<file path="src/common/flanger_consts.svh">
`ifndef FLANGER_CONSTS_SVH
`define FLANGER_CONSTS_SVH

// Delay line geometry, depth must be a power of two
`define DELAY_DEPTH 64
`define ADDR_W 6

// Sweep limits in samples of delay
`define DELAY_MIN 4
`define DELAY_MAX 40

// Accepted samples per one-step change of the delay
`define SWEEP_STEP 8

`endif

</file>
<file path="src/common/flanger_pkg.sv">
package flanger_pkg;

  // One stereo frame, left channel in the upper half
  typedef struct packed {
    logic signed [15:0] left;
    logic signed [15:0] right;
  } sample_t;

  // Controller states
  typedef enum logic [2:0] {
    CLEAR,
    IDLE,
    READ,
    MIX,
    OUT_REQ,
    OUT_DONE,
    IN_ACK
  } ctrl_state_t;

endpackage

</file>
<file path="src/flanger/delay_line_ram.sv">
`timescale 1ns/1ps
`include "flanger_consts.svh"

module delay_line_ram (
  input  logic                 clk,
  input  logic                 n_rst,
  input  logic                 wr_en,
  input  logic [`ADDR_W-1:0]   wr_addr,
  input  logic [`ADDR_W-1:0]   rd_addr,
  input  flanger_pkg::sample_t wr_data,
  output flanger_pkg::sample_t rd_data
);

  flanger_pkg::sample_t mem [`DELAY_DEPTH];

  always_ff @(posedge clk) begin
    if (wr_en) begin
      mem[wr_addr] <= wr_data;
    end
  end

  // Read data valid one cycle after rd_addr
  always_ff @(posedge clk, negedge n_rst) begin
    if (!n_rst) begin
      rd_data <= '0;
    end else begin
      rd_data <= mem[rd_addr];
    end
  end

  // Nonzero delay keeps the two ports apart
  a_no_collision: assert property (
    @(posedge clk) disable iff (!n_rst)
    wr_en |-> wr_addr != rd_addr
  );

endmodule

</file>
<file path="src/flanger/flanger_ctrl.sv">
`timescale 1ns/1ps

module flanger_ctrl (
  input  logic clk,
  input  logic n_rst,
  input  logic in_req,
  input  logic out_ack,
  input  logic wrapped,
  output logic in_ack,
  output logic out_req,
  output logic wr_en,
  output logic clear_step,
  output logic advance,
  output logic mix_load,
  output logic clearing
);

  flanger_pkg::ctrl_state_t state;
  flanger_pkg::ctrl_state_t next_state;

  always_ff @(posedge clk, negedge n_rst) begin
    if (!n_rst) begin
      state <= flanger_pkg::CLEAR;
    end else begin
      state <= next_state;
    end
  end

  always_comb begin
    next_state = state;
    case (state)
      flanger_pkg::CLEAR: begin
        // Last zero write goes to the top address
        if (wrapped) begin
          next_state = flanger_pkg::IDLE;
        end
      end
      flanger_pkg::IDLE: begin
        if (in_req) begin
          next_state = flanger_pkg::READ;
        end
      end
      flanger_pkg::READ: begin
        next_state = flanger_pkg::MIX;
      end
      flanger_pkg::MIX: begin
        next_state = flanger_pkg::OUT_REQ;
      end
      flanger_pkg::OUT_REQ: begin
        // Sink back-pressure holds us here
        if (out_ack) begin
          next_state = flanger_pkg::OUT_DONE;
        end
      end
      flanger_pkg::OUT_DONE: begin
        if (!out_ack) begin
          next_state = flanger_pkg::IN_ACK;
        end
      end
      flanger_pkg::IN_ACK: begin
        if (!in_req) begin
          next_state = flanger_pkg::IDLE;
        end
      end
      default: begin
        next_state = flanger_pkg::CLEAR;
      end
    endcase
  end

  assign clearing   = (state == flanger_pkg::CLEAR);
  assign clear_step = clearing;
  // Sample is stored in READ while the delayed one is fetched
  assign wr_en      = clearing || (state == flanger_pkg::READ);
  assign advance    = (state == flanger_pkg::MIX);
  assign mix_load   = (state == flanger_pkg::MIX);
  assign out_req    = (state == flanger_pkg::OUT_REQ);
  assign in_ack     = (state == flanger_pkg::IN_ACK);

  // Write pointer back at zero once the clear is done
  a_clear_wraps: assert property (
    @(posedge clk) disable iff (!n_rst)
    $fell(clearing) |-> !wrapped
  );

  // Input is only acknowledged once the output handshake is finished
  a_ack_after_out: assert property (
    @(posedge clk) disable iff (!n_rst)
    $rose(in_ack) |-> !out_req && !$past(out_req)
  );

endmodule

</file>
<file path="src/flanger/flanger_mixer.sv">
`timescale 1ns/1ps

module flanger_mixer (
  input  logic                 clk,
  input  logic                 n_rst,
  input  logic                 mix_load,
  input  logic                 flanger_en,
  input  flanger_pkg::sample_t dry,
  input  flanger_pkg::sample_t wet,
  output flanger_pkg::sample_t mix_out
);

  // 17-bit sum halved, cannot overflow
  function automatic logic signed [15:0] avg(
    input logic signed [15:0] a,
    input logic signed [15:0] b
  );
    logic signed [16:0] sum;
    sum = {a[15], a} + {b[15], b};
    return sum[16:1];
  endfunction

  always_ff @(posedge clk, negedge n_rst) begin
    if (!n_rst) begin
      mix_out <= '0;
    end else if (mix_load) begin
      if (flanger_en) begin
        mix_out.left  <= avg(dry.left, wet.left);
        mix_out.right <= avg(dry.right, wet.right);
      end else begin
        mix_out <= dry;
      end
    end
  end

endmodule

</file>
<file path="src/flanger/sweep_addr_gen.sv">
`timescale 1ns/1ps
`include "flanger_consts.svh"

module sweep_addr_gen (
  input  logic               clk,
  input  logic               n_rst,
  input  logic               clear_step,
  input  logic               advance,
  output logic               wrapped,
  output logic [`ADDR_W-1:0] wr_addr,
  output logic [`ADDR_W-1:0] rd_addr
);

  localparam int STEP_W = $clog2(`SWEEP_STEP);

  logic [`ADDR_W-1:0] wr_ptr;
  logic [`ADDR_W-1:0] delay;
  logic [STEP_W-1:0]  step_cnt;
  logic               dir_up;

  assign wrapped = (wr_ptr == `ADDR_W'(`DELAY_DEPTH - 1));
  assign wr_addr = wr_ptr;
  // Wraps modulo the depth
  assign rd_addr = wr_ptr - delay;

  always_ff @(posedge clk, negedge n_rst) begin
    if (!n_rst) begin
      wr_ptr <= '0;
    end else if (clear_step || advance) begin
      if (wrapped) begin
        wr_ptr <= '0;
      end else begin
        wr_ptr <= wr_ptr + 1'b1;
      end
    end
  end

  // Triangle sweep, one step every SWEEP_STEP samples
  always_ff @(posedge clk, negedge n_rst) begin
    if (!n_rst) begin
      step_cnt <= '0;
      delay    <= `ADDR_W'(`DELAY_MIN);
      dir_up   <= 1'b1;
    end else if (advance) begin
      if (step_cnt == STEP_W'(`SWEEP_STEP - 1)) begin
        step_cnt <= '0;
        if (dir_up) begin
          delay <= delay + 1'b1;
          if (delay + 1'b1 == `ADDR_W'(`DELAY_MAX)) begin
            dir_up <= 1'b0;
          end
        end else begin
          delay <= delay - 1'b1;
          if (delay - 1'b1 == `ADDR_W'(`DELAY_MIN)) begin
            dir_up <= 1'b1;
          end
        end
      end else begin
        step_cnt <= step_cnt + 1'b1;
      end
    end
  end

  a_delay_range: assert property (
    @(posedge clk) disable iff (!n_rst)
    delay >= `ADDR_W'(`DELAY_MIN) && delay <= `ADDR_W'(`DELAY_MAX)
  );

endmodule

</file>
<file path="src/flanger_top.sv">
`timescale 1ns/1ps
`include "flanger_consts.svh"

module flanger_top (
  input  logic                 clk,
  input  logic                 n_rst,
  input  logic                 flanger_en,
  input  logic                 in_req,
  input  logic                 out_ack,
  input  flanger_pkg::sample_t in_data,
  output logic                 in_ack,
  output logic                 out_req,
  output flanger_pkg::sample_t out_data
);

  logic                 wr_en;
  logic                 clear_step;
  logic                 advance;
  logic                 mix_load;
  logic                 clearing;
  logic                 wrapped;
  logic [`ADDR_W-1:0]   wr_addr;
  logic [`ADDR_W-1:0]   rd_addr;
  flanger_pkg::sample_t wr_data;
  flanger_pkg::sample_t rd_data;

  // Zeros go into the delay line while it is being cleared
  assign wr_data = clearing ? '0 : in_data;

  flanger_ctrl u_ctrl (
    .clk        (clk),
    .n_rst      (n_rst),
    .in_req     (in_req),
    .out_ack    (out_ack),
    .wrapped    (wrapped),
    .in_ack     (in_ack),
    .out_req    (out_req),
    .wr_en      (wr_en),
    .clear_step (clear_step),
    .advance    (advance),
    .mix_load   (mix_load),
    .clearing   (clearing)
  );

  sweep_addr_gen u_addr (
    .clk        (clk),
    .n_rst      (n_rst),
    .clear_step (clear_step),
    .advance    (advance),
    .wrapped    (wrapped),
    .wr_addr    (wr_addr),
    .rd_addr    (rd_addr)
  );

  delay_line_ram u_ram (
    .clk     (clk),
    .n_rst   (n_rst),
    .wr_en   (wr_en),
    .wr_addr (wr_addr),
    .rd_addr (rd_addr),
    .wr_data (wr_data),
    .rd_data (rd_data)
  );

  flanger_mixer u_mixer (
    .clk        (clk),
    .n_rst      (n_rst),
    .mix_load   (mix_load),
    .flanger_en (flanger_en),
    .dry        (in_data),
    .wet        (rd_data),
    .mix_out    (out_data)
  );

endmodule

</file>
<file path="config.mk">
export PLATFORM = sky130hd
export DESIGN_NAME = flanger_top
export DESIGN_NICKNAME = d
export VERILOG_FILES = /design/src/common/flanger_pkg.sv /design/src/flanger/delay_line_ram.sv /design/src/flanger/flanger_ctrl.sv /design/src/flanger/flanger_mixer.sv /design/src/flanger/sweep_addr_gen.sv /design/src/flanger_top.sv
export VERILOG_INCLUDE_DIRS = /design/src /design/src/common
export SDC_FILE = /design/constraint.sdc
export NUM_CORES = 2
export LEC_CHECK = 0
export BUFFER_PORTS_ARGS = -buffer_cell sky130_fd_sc_hd__buf_2
export CORE_ASPECT_RATIO = 1.25
export CORE_UTILIZATION = 55
export CTS_BUF_LIST = sky130_fd_sc_hd__clkbuf_8 sky130_fd_sc_hd__clkbuf_16
export DETAILED_ROUTE_END_ITERATION = 12
export GPL_ROUTABILITY_DRIVEN = 0
export PLACE_DENSITY = 0.74
export SKIP_CTS_REPAIR_TIMING = 1
export SLEW_MARGIN = 20
export SYNTH_ARGS = -nofsm -noshare
export SYNTH_HDL_FRONTEND = slang
export SYNTH_HIERARCHICAL = 1
export SYNTH_SLANG_ARGS = --single-unit
</file>
<file path="constraint.sdc">
create_clock -name clk -period 4.05 [get_ports clk]
set_input_delay 0.2025 -clock clk [delete_from_list [all_inputs] [get_ports clk]]
set_output_delay 0.2025 -clock clk [all_outputs]
set_load 0.05 [all_outputs]
</file>
==> qor.yml <==
drt:
  vias_per_cell: 6.59
  route.met2.wl_mm: 108
  remaining_drc_errors: 0
  highest_layer: "met5"
  ant_nets: 0
  dr_total_vias: 41960
  routedLengthMet1_mm: 73.6
  met3_length_mm: 22.2
  wirelength_mm: 217
  wl_per_cell_um: 34.0
  firstDrtPassIters: 6
  drt_iter0_markers: 5988
cts:
  cts_tree: "built"
  h-tree-depth: 4
  clock_sinks: 2131
  worstSkewPairLatency_ns: 0.86
  cts_buffers: 196
  root_buffer: "clkbuf_16"
  path_clk_slew_ns: 0.07
  clockBufferDepth: 3
power:
  power_switching_share_pct: 19.6
  combinationalPowerShare_pct: 0.6
  p_leak_uw: 0.0270
  pwr-share-clk_pct: 42.7
  internal_power_uw: 33800
  p_sw_uw: 8210
  p_per_area_nw_per_um2: 441
  max-vdd-ir-drop_mv: 0.439
  seq_power_share_pct: 56.7
floorplan:
  die_h_um: 437
  dieArea_um2: 153000
  initial_core_util_pct: 55.3
  coreArea_um2: 150000
  num_rows: 159
  pin_count: 71
  die_x_um: 350
critical_path:
  path_class: "register to register"
  crit_path_end_kind: "register"
  worstPathCellList: "buf_4, inv_1, fa_1, inv_8, buf_12, mux4_2, mux2i_1, a21oi_1, a21oi_1, nor2_1"
  worst_setup_path_start_kind: "register"
  ff2ff_setup_slack_ns: 0.08
  critPathBufInv: 4
  required_ns: 4.76
  crit_slowest_cell: "a21oi_1"
  cpPeakStageDelay_ns: 0.62
  crit_path_max_fanout: 46
  crit_top_cell: "a21oi_1"
  cp_data_arrival_time_ns: 4.67
  critical_path.top_delay_family: "buffers and inverters"
yosys:
  synth.area.top_cells: "edfxtp_1 74%, mux4_2 15%, dfrtp_1 2.4%"
  syn_inst: 3829
  synth_common_cells: "2048 x edfxtp_1, 544 x mux4_2, 184 x nor2_1"
  muxShareOfSynthArea_pct: 16.2
  synthDistinctLibCells: 74
  synth_edf_count: 2048
  synth.most_common_cell: "edfxtp_1"
  synthSimpleGateAreaFrac_pct: 2.25
  synthesis.nets: 3911
  synth_adder_area_share_pct: 0.704
  ys_seq_area_share_pct: 76.5
  syn_area_per_cell_um2: 21.7
  synth_top_cell_area_share_pct: 74.0
  synth-seq-cells: 2131
  synth_xor_area_share_pct: 0.411
  yosysTopAreaCell: "edfxtp_1"
  async_flop_share_pct: 3.89
  synth_top_family_by_area: "multiplexers"
  synth_compound_area_share_pct: 2.58
  synth-main-ff-cell: "edfxtp_1"
  syn-cell-area_um2: 83100
  yosysWarnings: 6
finish:
  nNetsFinal: 4271
  nFillCells: 9584
  postLayoutCoreUtil_pct: 63.3
  instances_no_fill: 6370
  layout-drive-gt1-share_pct: 29.6
  syn2layout_area_growth_pct: 14.4
sta:
  fin_worst_skew_ns: 0.0274
  setup_viol: 0
  fin_tns_setup_ns: 0
  hold_viol: 0
  post-route-min-period_ns: 3.97
  final-max-slew-violation-count: 0
  tightest_slew_ns: 1.16
  slew_headroom_pct: 22.4
  fin_crit_sh_pct: 97.9
  rsz0062_at_grt: "no"
  max_freq_mhz: 252
global_route:
  grt_pass1_wl_mm: 304
  grt_pass1_vias: 41964
  antenna_found_initial: 12
  grt_use_total_pct: 28.7
  grt_max_degree: 65
  grt.overflow.total: 0
placement:
  dp.cells: 5962
  port_buffers: 70
  dp.final_hpwl_mm: 122
job:
  max_cap_viol_count: 0
outcome:
  outcome: "finished clean"
worst_hold_path:
  hold_class: "input port to register"
## power by group through the flow
stage | Combinational, µW | Clock [µW] | Sequential [µW]
floorplan | 122 | 0 | 24200
global placement | 224 | 0 | 24200
detailed placement | 226 | 0 | 24200
CTS | 227 | 18100 | 23800
global route | 275 | 18900 | 23800
finish | 261 | 17900 | 23800
## routing by layer
metal | vias to the layer above | global-route usage [%]
li1 | 16776 | -
met1 | 22052 | 36.3
met2 | 2616 | 47.0
met3 | 514 | 5.93
met4 | 2 | 15.4
met5 | - | 0
## registers in the layout, indices dropped and copies added, names as in the netlist
| name | count |
|---|---|
| u_ctrl/state | 3 |
| u_addr/step_cnt | 3 |
| u_mixer/mix_out | 32 |
| u_addr/delay | 6 |
| u_addr/dir_up | 1 |
| u_ram/mem | 2048 |
| u_ram/rd_data | 32 |
| u_addr/wr_addr | 6 |
## worst reg2reg max path, stage by stage, from the launching register on
cell	delay, ns
dfrtp_1	0.36
buf_4	0.21
inv_1	0.12
fa_1	0.57
inv_8	0.38
buf_12	0.39
mux4_2	0.38
mux2i_1	0.38
a21oi_1	0.33
a21oi_1	0.62
nor2_1	0.08
## final timing paths
| kind | from | endpoint | depth (start not counted) |
|---|---|---|---|
| max | u_addr/wr_addr[1]$_DFFE_PN0P_ | u_ram/rd_data[23]$_DFF_PN0_ | 10 |
| min reg2reg | u_mixer/mix_out[23]$_DFFE_PN0P_ | u_mixer/mix_out[23]$_DFFE_PN0P_ | 1 |
| min in group asynchronous | n_rst | u_mixer/mix_out[27]$_DFFE_PN0P_ | 3 |
| max in group asynchronous | n_rst | u_ram/rd_data[4]$_DFF_PN0_ | 4 |
| min | in_data[17] | u_mixer/mix_out[17]$_DFFE_PN0P_ | 4 |
| max reg2reg | u_addr/wr_addr[1]$_DFFE_PN0P_ | u_ram/rd_data[23]$_DFF_PN0_ | 10 |
## final cells by class
type,instances,area (µm²),share of cell area (%)
clock buffers,203,5000,5.26
inverters,22,97.6,0.103
diodes,1,2.50,0.00263
multi-input cells,1469,19200,20.2
repair buffers,369,3430,3.61
well taps,2012,2520,2.65
flip-flops and latches,2131,63600,66.9
clock inverters,163,1240,1.30
## layout by cell type, fill, tap and decap left out, drive strengths merged, types with 38 or more instances in the layout
cell | Yosys | routed
o22ai | 86 | 86
nor2 | 184 | 184
buf | 119 | 331
clkinv | 0 | 87
clkbuf | 88 | 203
nor2b | 50 | 50
ha | 42 | 42
mux2i | 117 | 117
edfxtp | 2048 | 2048
nand2 | 51 | 51
dfrtp | 81 | 81
inv | 22 | 79
a21oi | 106 | 106
dlygate4sd3 | 0 | 38
mux4 | 544 | 544
## through the flow
stage / hold WS, ns / cell area [µm²] / total power, µW / setup WS [ns]
6_report: 0.00934 / 95100 / 42000 / 0.0849
5_1_grt: 0.0243 / 95100 / 42900 / 0.00626
4_1_cts: -0.604 / 94600 / 42100 / -0.0273
3_5_place_dp: 0.300 / 88400 / 24500 / 0.0489
3_3_place_gp: 0.295 / 88400 / 24500 / 0.162
2_1_floorplan: -0.0931 / 83100 / 24400 / 0.142
## logic make-up (layout without fill, tap and decap cells)
logic type                 after synthesis  count (layout)
adders and majority gates               45              45
AOI/OAI and AO/OA                      328             328
muxes                                  668             668
buffers and inverters                  229             757
other                                    0               1
xor gates and xnor gates                39              39
and+or+nand+nor                        389             389
DFF                                   2131            2131
Power figures use the tool's default switching activity.
